## src/source/wid_pkg.sv

```systemverilog
`default_nettype none

package wid_pkg;

  // Field widths of the AXI write address channel as seen by the tracker
  localparam int AXI_ID_W   = 8;
  localparam int AXI_LEN_W  = 8;
  localparam int BEAT_CNT_W = 8;

  // Default number of outstanding bursts the table can hold
  localparam int WID_DEPTH_DEFAULT = 32;

  // Transaction ID carried on AWID and tagged onto W as WID
  typedef logic [AXI_ID_W-1:0] axi_id_t;

  // Burst length minus one, same encoding as AWLEN
  typedef logic [AXI_LEN_W-1:0] axi_len_t;

  // Beat number within the burst currently at the head
  typedef logic [BEAT_CNT_W-1:0] beat_cnt_t;

  // One outstanding write burst, ID in the upper byte
  typedef struct packed {
    axi_id_t  id;
    axi_len_t len;
  } wid_entry_t;

endpackage

`default_nettype wire

```

## src/source/aw_id_capture.sv

```systemverilog
`timescale 1ns/1ps
`default_nettype none

module aw_id_capture (
  input  logic                per_clk,
  input  logic                pad_cpu_rst_b,
  input  logic                aw_valid_in,
  input  logic                aw_ready_slave,
  input  wid_pkg::axi_id_t    aw_id,
  input  wid_pkg::axi_len_t   aw_len,
  input  logic                full,
  output logic                aw_valid_slave,
  output logic                aw_ready_master,
  output logic                push,
  output wid_pkg::wid_entry_t push_entry
);

  logic aw_pend_q;   // Valid was up last cycle and not accepted

  // With no free slot the request is hidden from both sides, so the
  // slave cannot accept a burst that the table has no room for
  assign aw_valid_slave  = aw_valid_in && !full;
  assign aw_ready_master = aw_ready_slave && !full;

  assign push = aw_valid_slave && aw_ready_slave;   // One strobe per accepted burst

  assign push_entry.id  = aw_id;
  assign push_entry.len = aw_len;

  always_ff @(posedge per_clk or negedge pad_cpu_rst_b)
  begin
    if (!pad_cpu_rst_b)
      aw_pend_q <= 1'b0;
    else
      aw_pend_q <= aw_valid_in && !push;
  end

  // A pending request must keep its ID and length until it is taken
  a_aw_stable: assert property (
    @(posedge per_clk) disable iff (!pad_cpu_rst_b)
    aw_pend_q && aw_valid_in |-> $stable(aw_id) && $stable(aw_len)
  )
  else
    $error("AW payload changed while the request was pending");

endmodule

`default_nettype wire

```

## src/source/wid_table.sv

```systemverilog
`timescale 1ns/1ps
`default_nettype none

module wid_table #(
  parameter int depth = wid_pkg::WID_DEPTH_DEFAULT
) (
  input  logic                per_clk,
  input  logic                pad_cpu_rst_b,
  input  logic                push,
  input  wid_pkg::wid_entry_t push_entry,
  input  logic                pop,
  output wid_pkg::wid_entry_t head_entry,
  output logic                not_empty,
  output logic                full
);

  import wid_pkg::*;

  localparam int PTR_W = (depth > 1) ? $clog2(depth) : 1;
  localparam int CNT_W = $clog2(depth + 1);

  typedef logic [PTR_W-1:0] ptr_t;
  typedef logic [CNT_W-1:0] cnt_t;

  wid_entry_t entries [depth];
  ptr_t       create_ptr;
  ptr_t       pop_ptr;
  cnt_t       count;

  // Pointers wrap at depth so any table size works, not only powers of two
  function automatic ptr_t ptr_next(input ptr_t ptr);
    if (ptr == PTR_W'(depth - 1))
      return '0;
    else
      return ptr + 1'b1;
  endfunction

  // Slot that the next accepted AW burst is written into
  always_ff @(posedge per_clk or negedge pad_cpu_rst_b)
  begin
    if (!pad_cpu_rst_b)
      create_ptr <= '0;
    else if (push)
      create_ptr <= ptr_next(create_ptr);
  end

  // Oldest outstanding burst, advanced when its last W beat is taken
  always_ff @(posedge per_clk or negedge pad_cpu_rst_b)
  begin
    if (!pad_cpu_rst_b)
      pop_ptr <= '0;
    else if (pop)
      pop_ptr <= ptr_next(pop_ptr);
  end

  always_ff @(posedge per_clk)
  begin
    if (push)
      entries[create_ptr] <= push_entry;
  end

  // Push and pop together leave the occupancy where it was
  always_ff @(posedge per_clk or negedge pad_cpu_rst_b)
  begin
    if (!pad_cpu_rst_b)
      count <= '0;
    else if (push && !pop)
      count <= count + 1'b1;
    else if (pop && !push)
      count <= count - 1'b1;
  end

  assign head_entry = entries[pop_ptr];   // Read mux on the pop pointer
  assign not_empty  = (count != '0);
  assign full       = (count == CNT_W'(depth));

  // The producer masks AW while full, so a push here means the gating broke
  a_no_push_full: assert property (
    @(posedge per_clk) disable iff (!pad_cpu_rst_b)
    push |-> !full
  )
  else
    $error("Push into a full write ID table");

  a_no_pop_empty: assert property (
    @(posedge per_clk) disable iff (!pad_cpu_rst_b)
    pop |-> count != '0
  )
  else
    $error("Pop from an empty write ID table");

  // Occupancy must agree with the distance between the two pointers
  a_ptr_count: assert property (
    @(posedge per_clk) disable iff (!pad_cpu_rst_b)
    (count == '0) || (count == CNT_W'(depth)) |-> create_ptr == pop_ptr
  )
  else
    $error("Table pointers disagree with the occupancy count");

endmodule

`default_nettype wire

```

## src/source/w_burst_tag.sv

```systemverilog
`timescale 1ns/1ps
`default_nettype none

module w_burst_tag (
  input  logic                per_clk,
  input  logic                pad_cpu_rst_b,
  input  logic                w_valid,
  input  logic                w_last,
  input  logic                w_ready,
  input  wid_pkg::wid_entry_t head_entry,
  input  logic                not_empty,
  output wid_pkg::axi_id_t    wid,
  output logic                wid_valid,
  output logic                pop,
  output logic                len_err,
  output logic                orphan_err
);

  import wid_pkg::*;

  beat_cnt_t beat_cnt;   // Beats already taken in the head burst
  logic      w_taken;
  logic      w_tracked;  // Taken beat that belongs to a known burst
  logic      at_len;

  // The head ID goes straight out so W sees it in the same cycle
  assign wid       = head_entry.id;
  assign wid_valid = not_empty;

  assign w_taken   = w_valid && w_ready;
  assign w_tracked = w_taken && not_empty;
  assign at_len    = (beat_cnt == head_entry.len);

  // Last beat retires the head even when the length was wrong
  assign pop = w_tracked && w_last;

  // Early last beat or a missing last on the final beat are both flagged
  always_comb
  begin
    len_err = 1'b0;
    if (w_tracked)
    begin
      if (w_last)
        len_err = !at_len;
      else
        len_err = at_len;
    end
  end

  assign orphan_err = w_taken && !not_empty;   // W data ahead of its address

  always_ff @(posedge per_clk or negedge pad_cpu_rst_b)
  begin
    if (!pad_cpu_rst_b)
      beat_cnt <= '0;
    else if (w_tracked)
    begin
      if (w_last)
        beat_cnt <= '0;
      else
        beat_cnt <= beat_cnt + 1'b1;
    end
  end

  a_pop_has_head: assert property (
    @(posedge per_clk) disable iff (!pad_cpu_rst_b)
    pop |-> not_empty
  )
  else
    $error("Burst retired with no entry at the table head");

endmodule

`default_nettype wire

```

## src/source/wid_tracker_top.sv

```systemverilog
`timescale 1ns/1ps
`default_nettype none

module wid_tracker_top #(
  parameter int depth = wid_pkg::WID_DEPTH_DEFAULT
) (
  input  logic              per_clk,
  input  logic              pad_cpu_rst_b,
  input  logic              biu_pad_awvalid,
  input  wid_pkg::axi_id_t  biu_pad_awid,
  input  wid_pkg::axi_len_t biu_pad_awlen,
  input  logic              pad_biu_awready,
  output logic              pad_awvalid_out,
  output logic              biu_awready_out,
  input  logic              biu_pad_wvalid,
  input  logic              biu_pad_wlast,
  input  logic              pad_biu_wready,
  output wid_pkg::axi_id_t  biu_pad_wid,
  output logic              biu_pad_wid_valid,
  output logic              len_err,
  output logic              orphan_err
);

  import wid_pkg::*;

  logic       push;
  logic       pop;
  logic       full;
  logic       not_empty;
  wid_entry_t push_entry;
  wid_entry_t head_entry;

  aw_id_capture u_aw_id_capture (
    .per_clk         (per_clk),
    .pad_cpu_rst_b   (pad_cpu_rst_b),
    .aw_valid_in     (biu_pad_awvalid),
    .aw_ready_slave  (pad_biu_awready),
    .aw_id           (biu_pad_awid),
    .aw_len          (biu_pad_awlen),
    .full            (full),
    .aw_valid_slave  (pad_awvalid_out),
    .aw_ready_master (biu_awready_out),
    .push            (push),
    .push_entry      (push_entry)
  );

  wid_table #(
    .depth (depth)
  ) u_wid_table (
    .per_clk       (per_clk),
    .pad_cpu_rst_b (pad_cpu_rst_b),
    .push          (push),
    .push_entry    (push_entry),
    .pop           (pop),
    .head_entry    (head_entry),
    .not_empty     (not_empty),
    .full          (full)
  );

  w_burst_tag u_w_burst_tag (
    .per_clk       (per_clk),
    .pad_cpu_rst_b (pad_cpu_rst_b),
    .w_valid       (biu_pad_wvalid),
    .w_last        (biu_pad_wlast),
    .w_ready       (pad_biu_wready),
    .head_entry    (head_entry),
    .not_empty     (not_empty),
    .wid           (biu_pad_wid),
    .wid_valid     (biu_pad_wid_valid),
    .pop           (pop),
    .len_err       (len_err),
    .orphan_err    (orphan_err)
  );

endmodule

`default_nettype wire

```

## config.mk

```make
export PLATFORM = sky130hd
export DESIGN_NAME = wid_tracker_top
export DESIGN_NICKNAME = d
export VERILOG_FILES = /design/src/source/wid_pkg.sv /design/src/source/aw_id_capture.sv /design/src/source/wid_table.sv /design/src/source/w_burst_tag.sv /design/src/source/wid_tracker_top.sv
export SDC_FILE = /design/constraint.sdc
export NUM_CORES = 1
export LEC_CHECK = 0
export CORE_ASPECT_RATIO = 0.6
export CORE_MARGIN = 4
export CORE_UTILIZATION = 60
export DETAILED_ROUTE_END_ITERATION = 16
export DONT_BUFFER_PORTS = 1
export PLACE_DENSITY_LB_ADDON = 0.08
export SLEW_MARGIN = 10
export SYNTH_ARGS = -nofsm -noshare
export SYNTH_HDL_FRONTEND = slang
export SYNTH_SLANG_ARGS = --single-unit
```

## constraint.sdc

```tcl
create_clock -name per_clk -period 3.8 [get_ports per_clk]
set_input_delay 0 -clock per_clk [delete_from_list [all_inputs] [get_ports per_clk]]
set_output_delay 0 -clock per_clk [all_outputs]
set_load 0.02 [all_outputs]
```

==> summary.txt <==
STA
  • TNS Setup: 0 ps
  • Period minus WS final: roughly 3700 ps
  • Unrepaired setup endpoints after global routing: no
  • Fin. Hold Viols: 0
  • Worst Tran Pin Value: roughly 1100 ps
  • Slew headroom: a little over a quarter
  • Slew Limit Fails: 0
  • Final Cycle Share: a little under 100%
  • Clk_skew: 10.2 ps
  • Final Setup Violations: 0
  • Max Freq: around 270 MHz

Worst setup path
  • CP Launch Point: u_wid_table.pop_ptr[0]$_DFFE_PN0P_
  • Crit start category: flip-flop
  • R2R cell count: 15
  • FF-to-FF End: u_wid_table.count[5]$_DFFE_PN0P_
  • Reg-to-reg startpoint: u_wid_table.count[0]$_DFFE_PN0P_
  • Reg2reg setup slack: about 280 ps
  • Critical path type: reg2out
  • CP max FO: 21
  • CP arrival: ~3700 ps
  • CP Capture Type: primary output
  • Crit path capture: len_err
  • WP data required: between 3000 and 4000 ps

Placed design
  • Hpwl dp: about 28000 microns
  • GPL Wtd Cong: between 0.7 and 0.8
  • I/O Buffers: 0

Clock network
  • CTS Buf Count: 46
  • Clock sinks: 536
  • H-tree depth: 2
  • Insertion delay to the later sink of the worst-skew pair: between 500 and 600 ps
  • Clock buffer depth: 3
  • Number of setup buffers added after CTS: 0
  • CTS Root Cell: clkbuf_16
  • CTS tree: done
  • Worst-path clk slew: about 70 ps

Power
  • Leak: ~7.6 nW
  • PD cells: 617 mW/mm^2
  • Peak supply drop: 0.000462 V
  • Total power: approximately 15 mW

Route
  • Number of vias per cell: 6.53
  • Drt drc: 0
  • Routed wire per std cell: about 30 microns
  • Max layer used: met5
  • Met3 Wirelength: about 4700 microns
  • First drt pass iteration count: 5
  • Starting DRT DRC Count: 1444
  • Antenna-violating nets left: 0
  • M1 WL: between 20000 and 25000 microns
  • Wire length on met2: 22000 microns
  • Routed WL: just under 50000 microns
  • DR vias: ~10000

Layout
  • Syn-to-layout area delta: 13.1%
  • Fill count: between 2000 and 2500
  • Final Net Count: approximately 1100
  • Layout cell share with drive strength beyond 1: 28.8%
  • Storage element area: around 0.016 sq mm
  • Area taken by multi-input logic gates: 0.00503 sq mm
  • Core Util, Final: a little over two thirds
  • ANT cells: 0

Synth
  • Most area-hungry cell type in the Yosys netlist: edfxtp_1
  • Gate Count Post-Synth: approximately 1000
  • Synth unique cells: 46
  • Ys Warns: 0
  • Synthesized flop and latch total: approximately 540
  • Post-Syn Area: approximately 0.021 sq mm
  • Syn nets: 1040
  • Largest cells by area after synthesis: edfxtp_1 (73%), mux4_2 (14%), dfrtp_1 (2.8%), mux2i_1 (1.0%), nor2_1 (0.82%)
  • FFs w/ async S/R, synth: 4.48%
  • Register area share after synthesis: 75.5%
  • Post-synth EDFFs: approximately 500
  • Top_reg_cell synth: edfxtp_1
  • Synth top area share: between 70% and 80%
  • Mean post-synth cell area: around 21 sq um

Floorplanning
  • Die Area: around 0.038 sq mm
  • Initial Utilization: between 60% and 70%
  • Core area: around 0.034 sq mm
  • Die span in y: 153 microns
  • Die Span X: 250 microns
  • Rows: 52
  • I/O pins: 36

Global route
  • Largest net degree at the start of global routing: 47
  • All-Layer GR Usage: between 20% and 30%
  • First-pass GRT wire length: 71400 microns
  • Number of global-route vias before repair: ~10000
  • Aggregate global routing overflow: 0
  • Initial antenna violation count: 1

Status
  • Status: finished, final reports clean

Worst hold path
  • Worst min path class: in2reg
  • Hold Path Stages: 4

Flow run
  • Max cap viols: 0
metal layers:
metal	vias up	global-route usage, %
met2	522	38.1
li1	4319	-
met4	2	3.62
met5	-	0
met3	50	5.49
met1	5468	41.8
timing repair:
| action | CTS | global route |
|---|---|---|
| hold buffers | 28 | 0 |
| endpoints found under the setup margin | 1 | 1 |
| cloned | 0 | 0 |
| hold endpoints to repair | 554 | 0 |
| gates resized for setup | 1 | 1 |
synth_stat cells, types with 2 or more instances:
master,count
a211oi_1,2
a21o_1,2
a21oi_1,19
a221o_1,4
a221oi_1,3
and2_1,3
and3_1,3
buf_1,6
buf_2,15
buf_6,5
clkbuf_1,22
dfrtp_1,24
edfxtp_1,512
ha_1,13
inv_1,6
inv_2,2
mux2_1,12
mux2_2,14
mux2i_1,22
mux4_2,135
nand2_1,41
nand2b_1,4
nand3_1,6
nand3b_1,4
nand4_1,3
nor2_1,46
nor2b_1,5
nor3_1,5
nor3b_1,2
o21ai_0,21
o221a_2,4
o221ai_1,4
o22ai_1,3
or3_1,5
or3b_2,2
xnor2_1,4
xor2_1,11
worst max-delay path, stage by stage (launching register included):
cell	delay [ps]
dfrtp_4	520
buf_12	230
buf_12	250
mux4_2	540
mux4_2	470
a21oi_1	270
xor2_1	180
nand4_1	110
nor2_1	160
mux2i_1	210
buf_4	160
worst min path at each step:
stage	from	endpoint	slack (ps)
after floorplan	pad_cpu_rst_b	u_w_burst_tag.beat_cnt[0]$_DFFE_PN0P_	-300
after global placement	pad_cpu_rst_b	u_w_burst_tag.beat_cnt[2]$_DFFE_PN0P_	-300
after detailed placement	pad_cpu_rst_b	u_w_burst_tag.beat_cnt[2]$_DFFE_PN0P_	-300
after CTS	pad_biu_awready	u_wid_table.create_ptr[4]$_DFFE_PN0P_	30
after global routing	pad_biu_awready	u_wid_table.create_ptr[4]$_DFFE_PN0P_	90
final	pad_biu_awready	u_wid_table.create_ptr[0]$_DFFE_PN0P_	50
cell usage in the layout, fill, tap and decap left out, drive strengths merged, types with 3 or more instances in the layout:
| cell | instances |
|---|---|
| and2 | 3 |
| mux2 | 26 |
| a221oi | 4 |
| ha | 13 |
| dlygate4sd3 | 25 |
| o221a | 4 |
| nor2 | 46 |
| a21oi | 19 |
| xor2 | 11 |
| nor3 | 5 |
| nand3b | 4 |
| xnor2 | 4 |
| edfxtp | 512 |
| a221o | 4 |
| nand2b | 4 |
| o21ai | 21 |
| inv | 8 |
| clkbuf | 61 |
| mux4 | 135 |
| nand3 | 6 |
| o221ai | 4 |
| or3 | 5 |
| o22ai | 3 |
| nor2b | 5 |
| mux2i | 22 |
| nand2 | 41 |
| clkinv | 21 |
| buf | 65 |
| and3 | 3 |
| nand4 | 3 |
| dfrtp | 24 |
stage by stage:
| stage | hold WS (ps) | setup slack (ps) | instance area (sq um) | instances |
|---|---|---|---|---|
| after detailed placement | -295 | 289 | 22200 | 1475 |
| after global placement | -295 | 294 | 22200 | 1475 |
| after floorplan | -296 | 476 | 21200 | 1003 |
| after global routing | 88.2 | 10.6 | 23900 | 1587 |
| final | 53.5 | 138 | 23900 | 1587 |
| after CTS | 32.6 | 76.3 | 23900 | 1587 |
registers in the layout, summed over array words and instances (netlist names):
| name | count |
|---|---|
| u_wid_table.create_ptr | 5 |
| u_w_burst_tag.beat_cnt | 8 |
| u_wid_table.entries | 512 |
| u_wid_table.count | 6 |
| u_wid_table.pop_ptr | 5 |
area by class of cell:
class	instances	share of cell area (%)
sequential	536	66.8
tap	459	2.40
inverter	8	0.125
clock buffer	61	5.13
multi-input combinational	410	21.0
timing repair buffer	90	3.78
clock inverter	23	0.742
logic make-up (layout without fill, tap and decap cells):
group / after synthesis / count (layout) / share of synthesized area (%)
and+or+nand+nor: 131 / 131 / 2.84
xor gates and xnor gates: 15 / 15 / 0.621
muxes: 183 / 183 / 16.8
adders and majority gates: 14 / 14 / 0.863
DFF: 536 / 536 / 75.5
buffers and inverters: 57 / 182 / 1.29
AOI/OAI and AO/OA: 67 / 67 / 2.13
where the power goes:
part           switching (mW)  leakage (nW)  internal, mW
clock                    2.03         0.693          2.42
combinational            1.71          2.04          1.60
sequential              0.328          4.90          6.68
(Power assumes the default switching activity.)
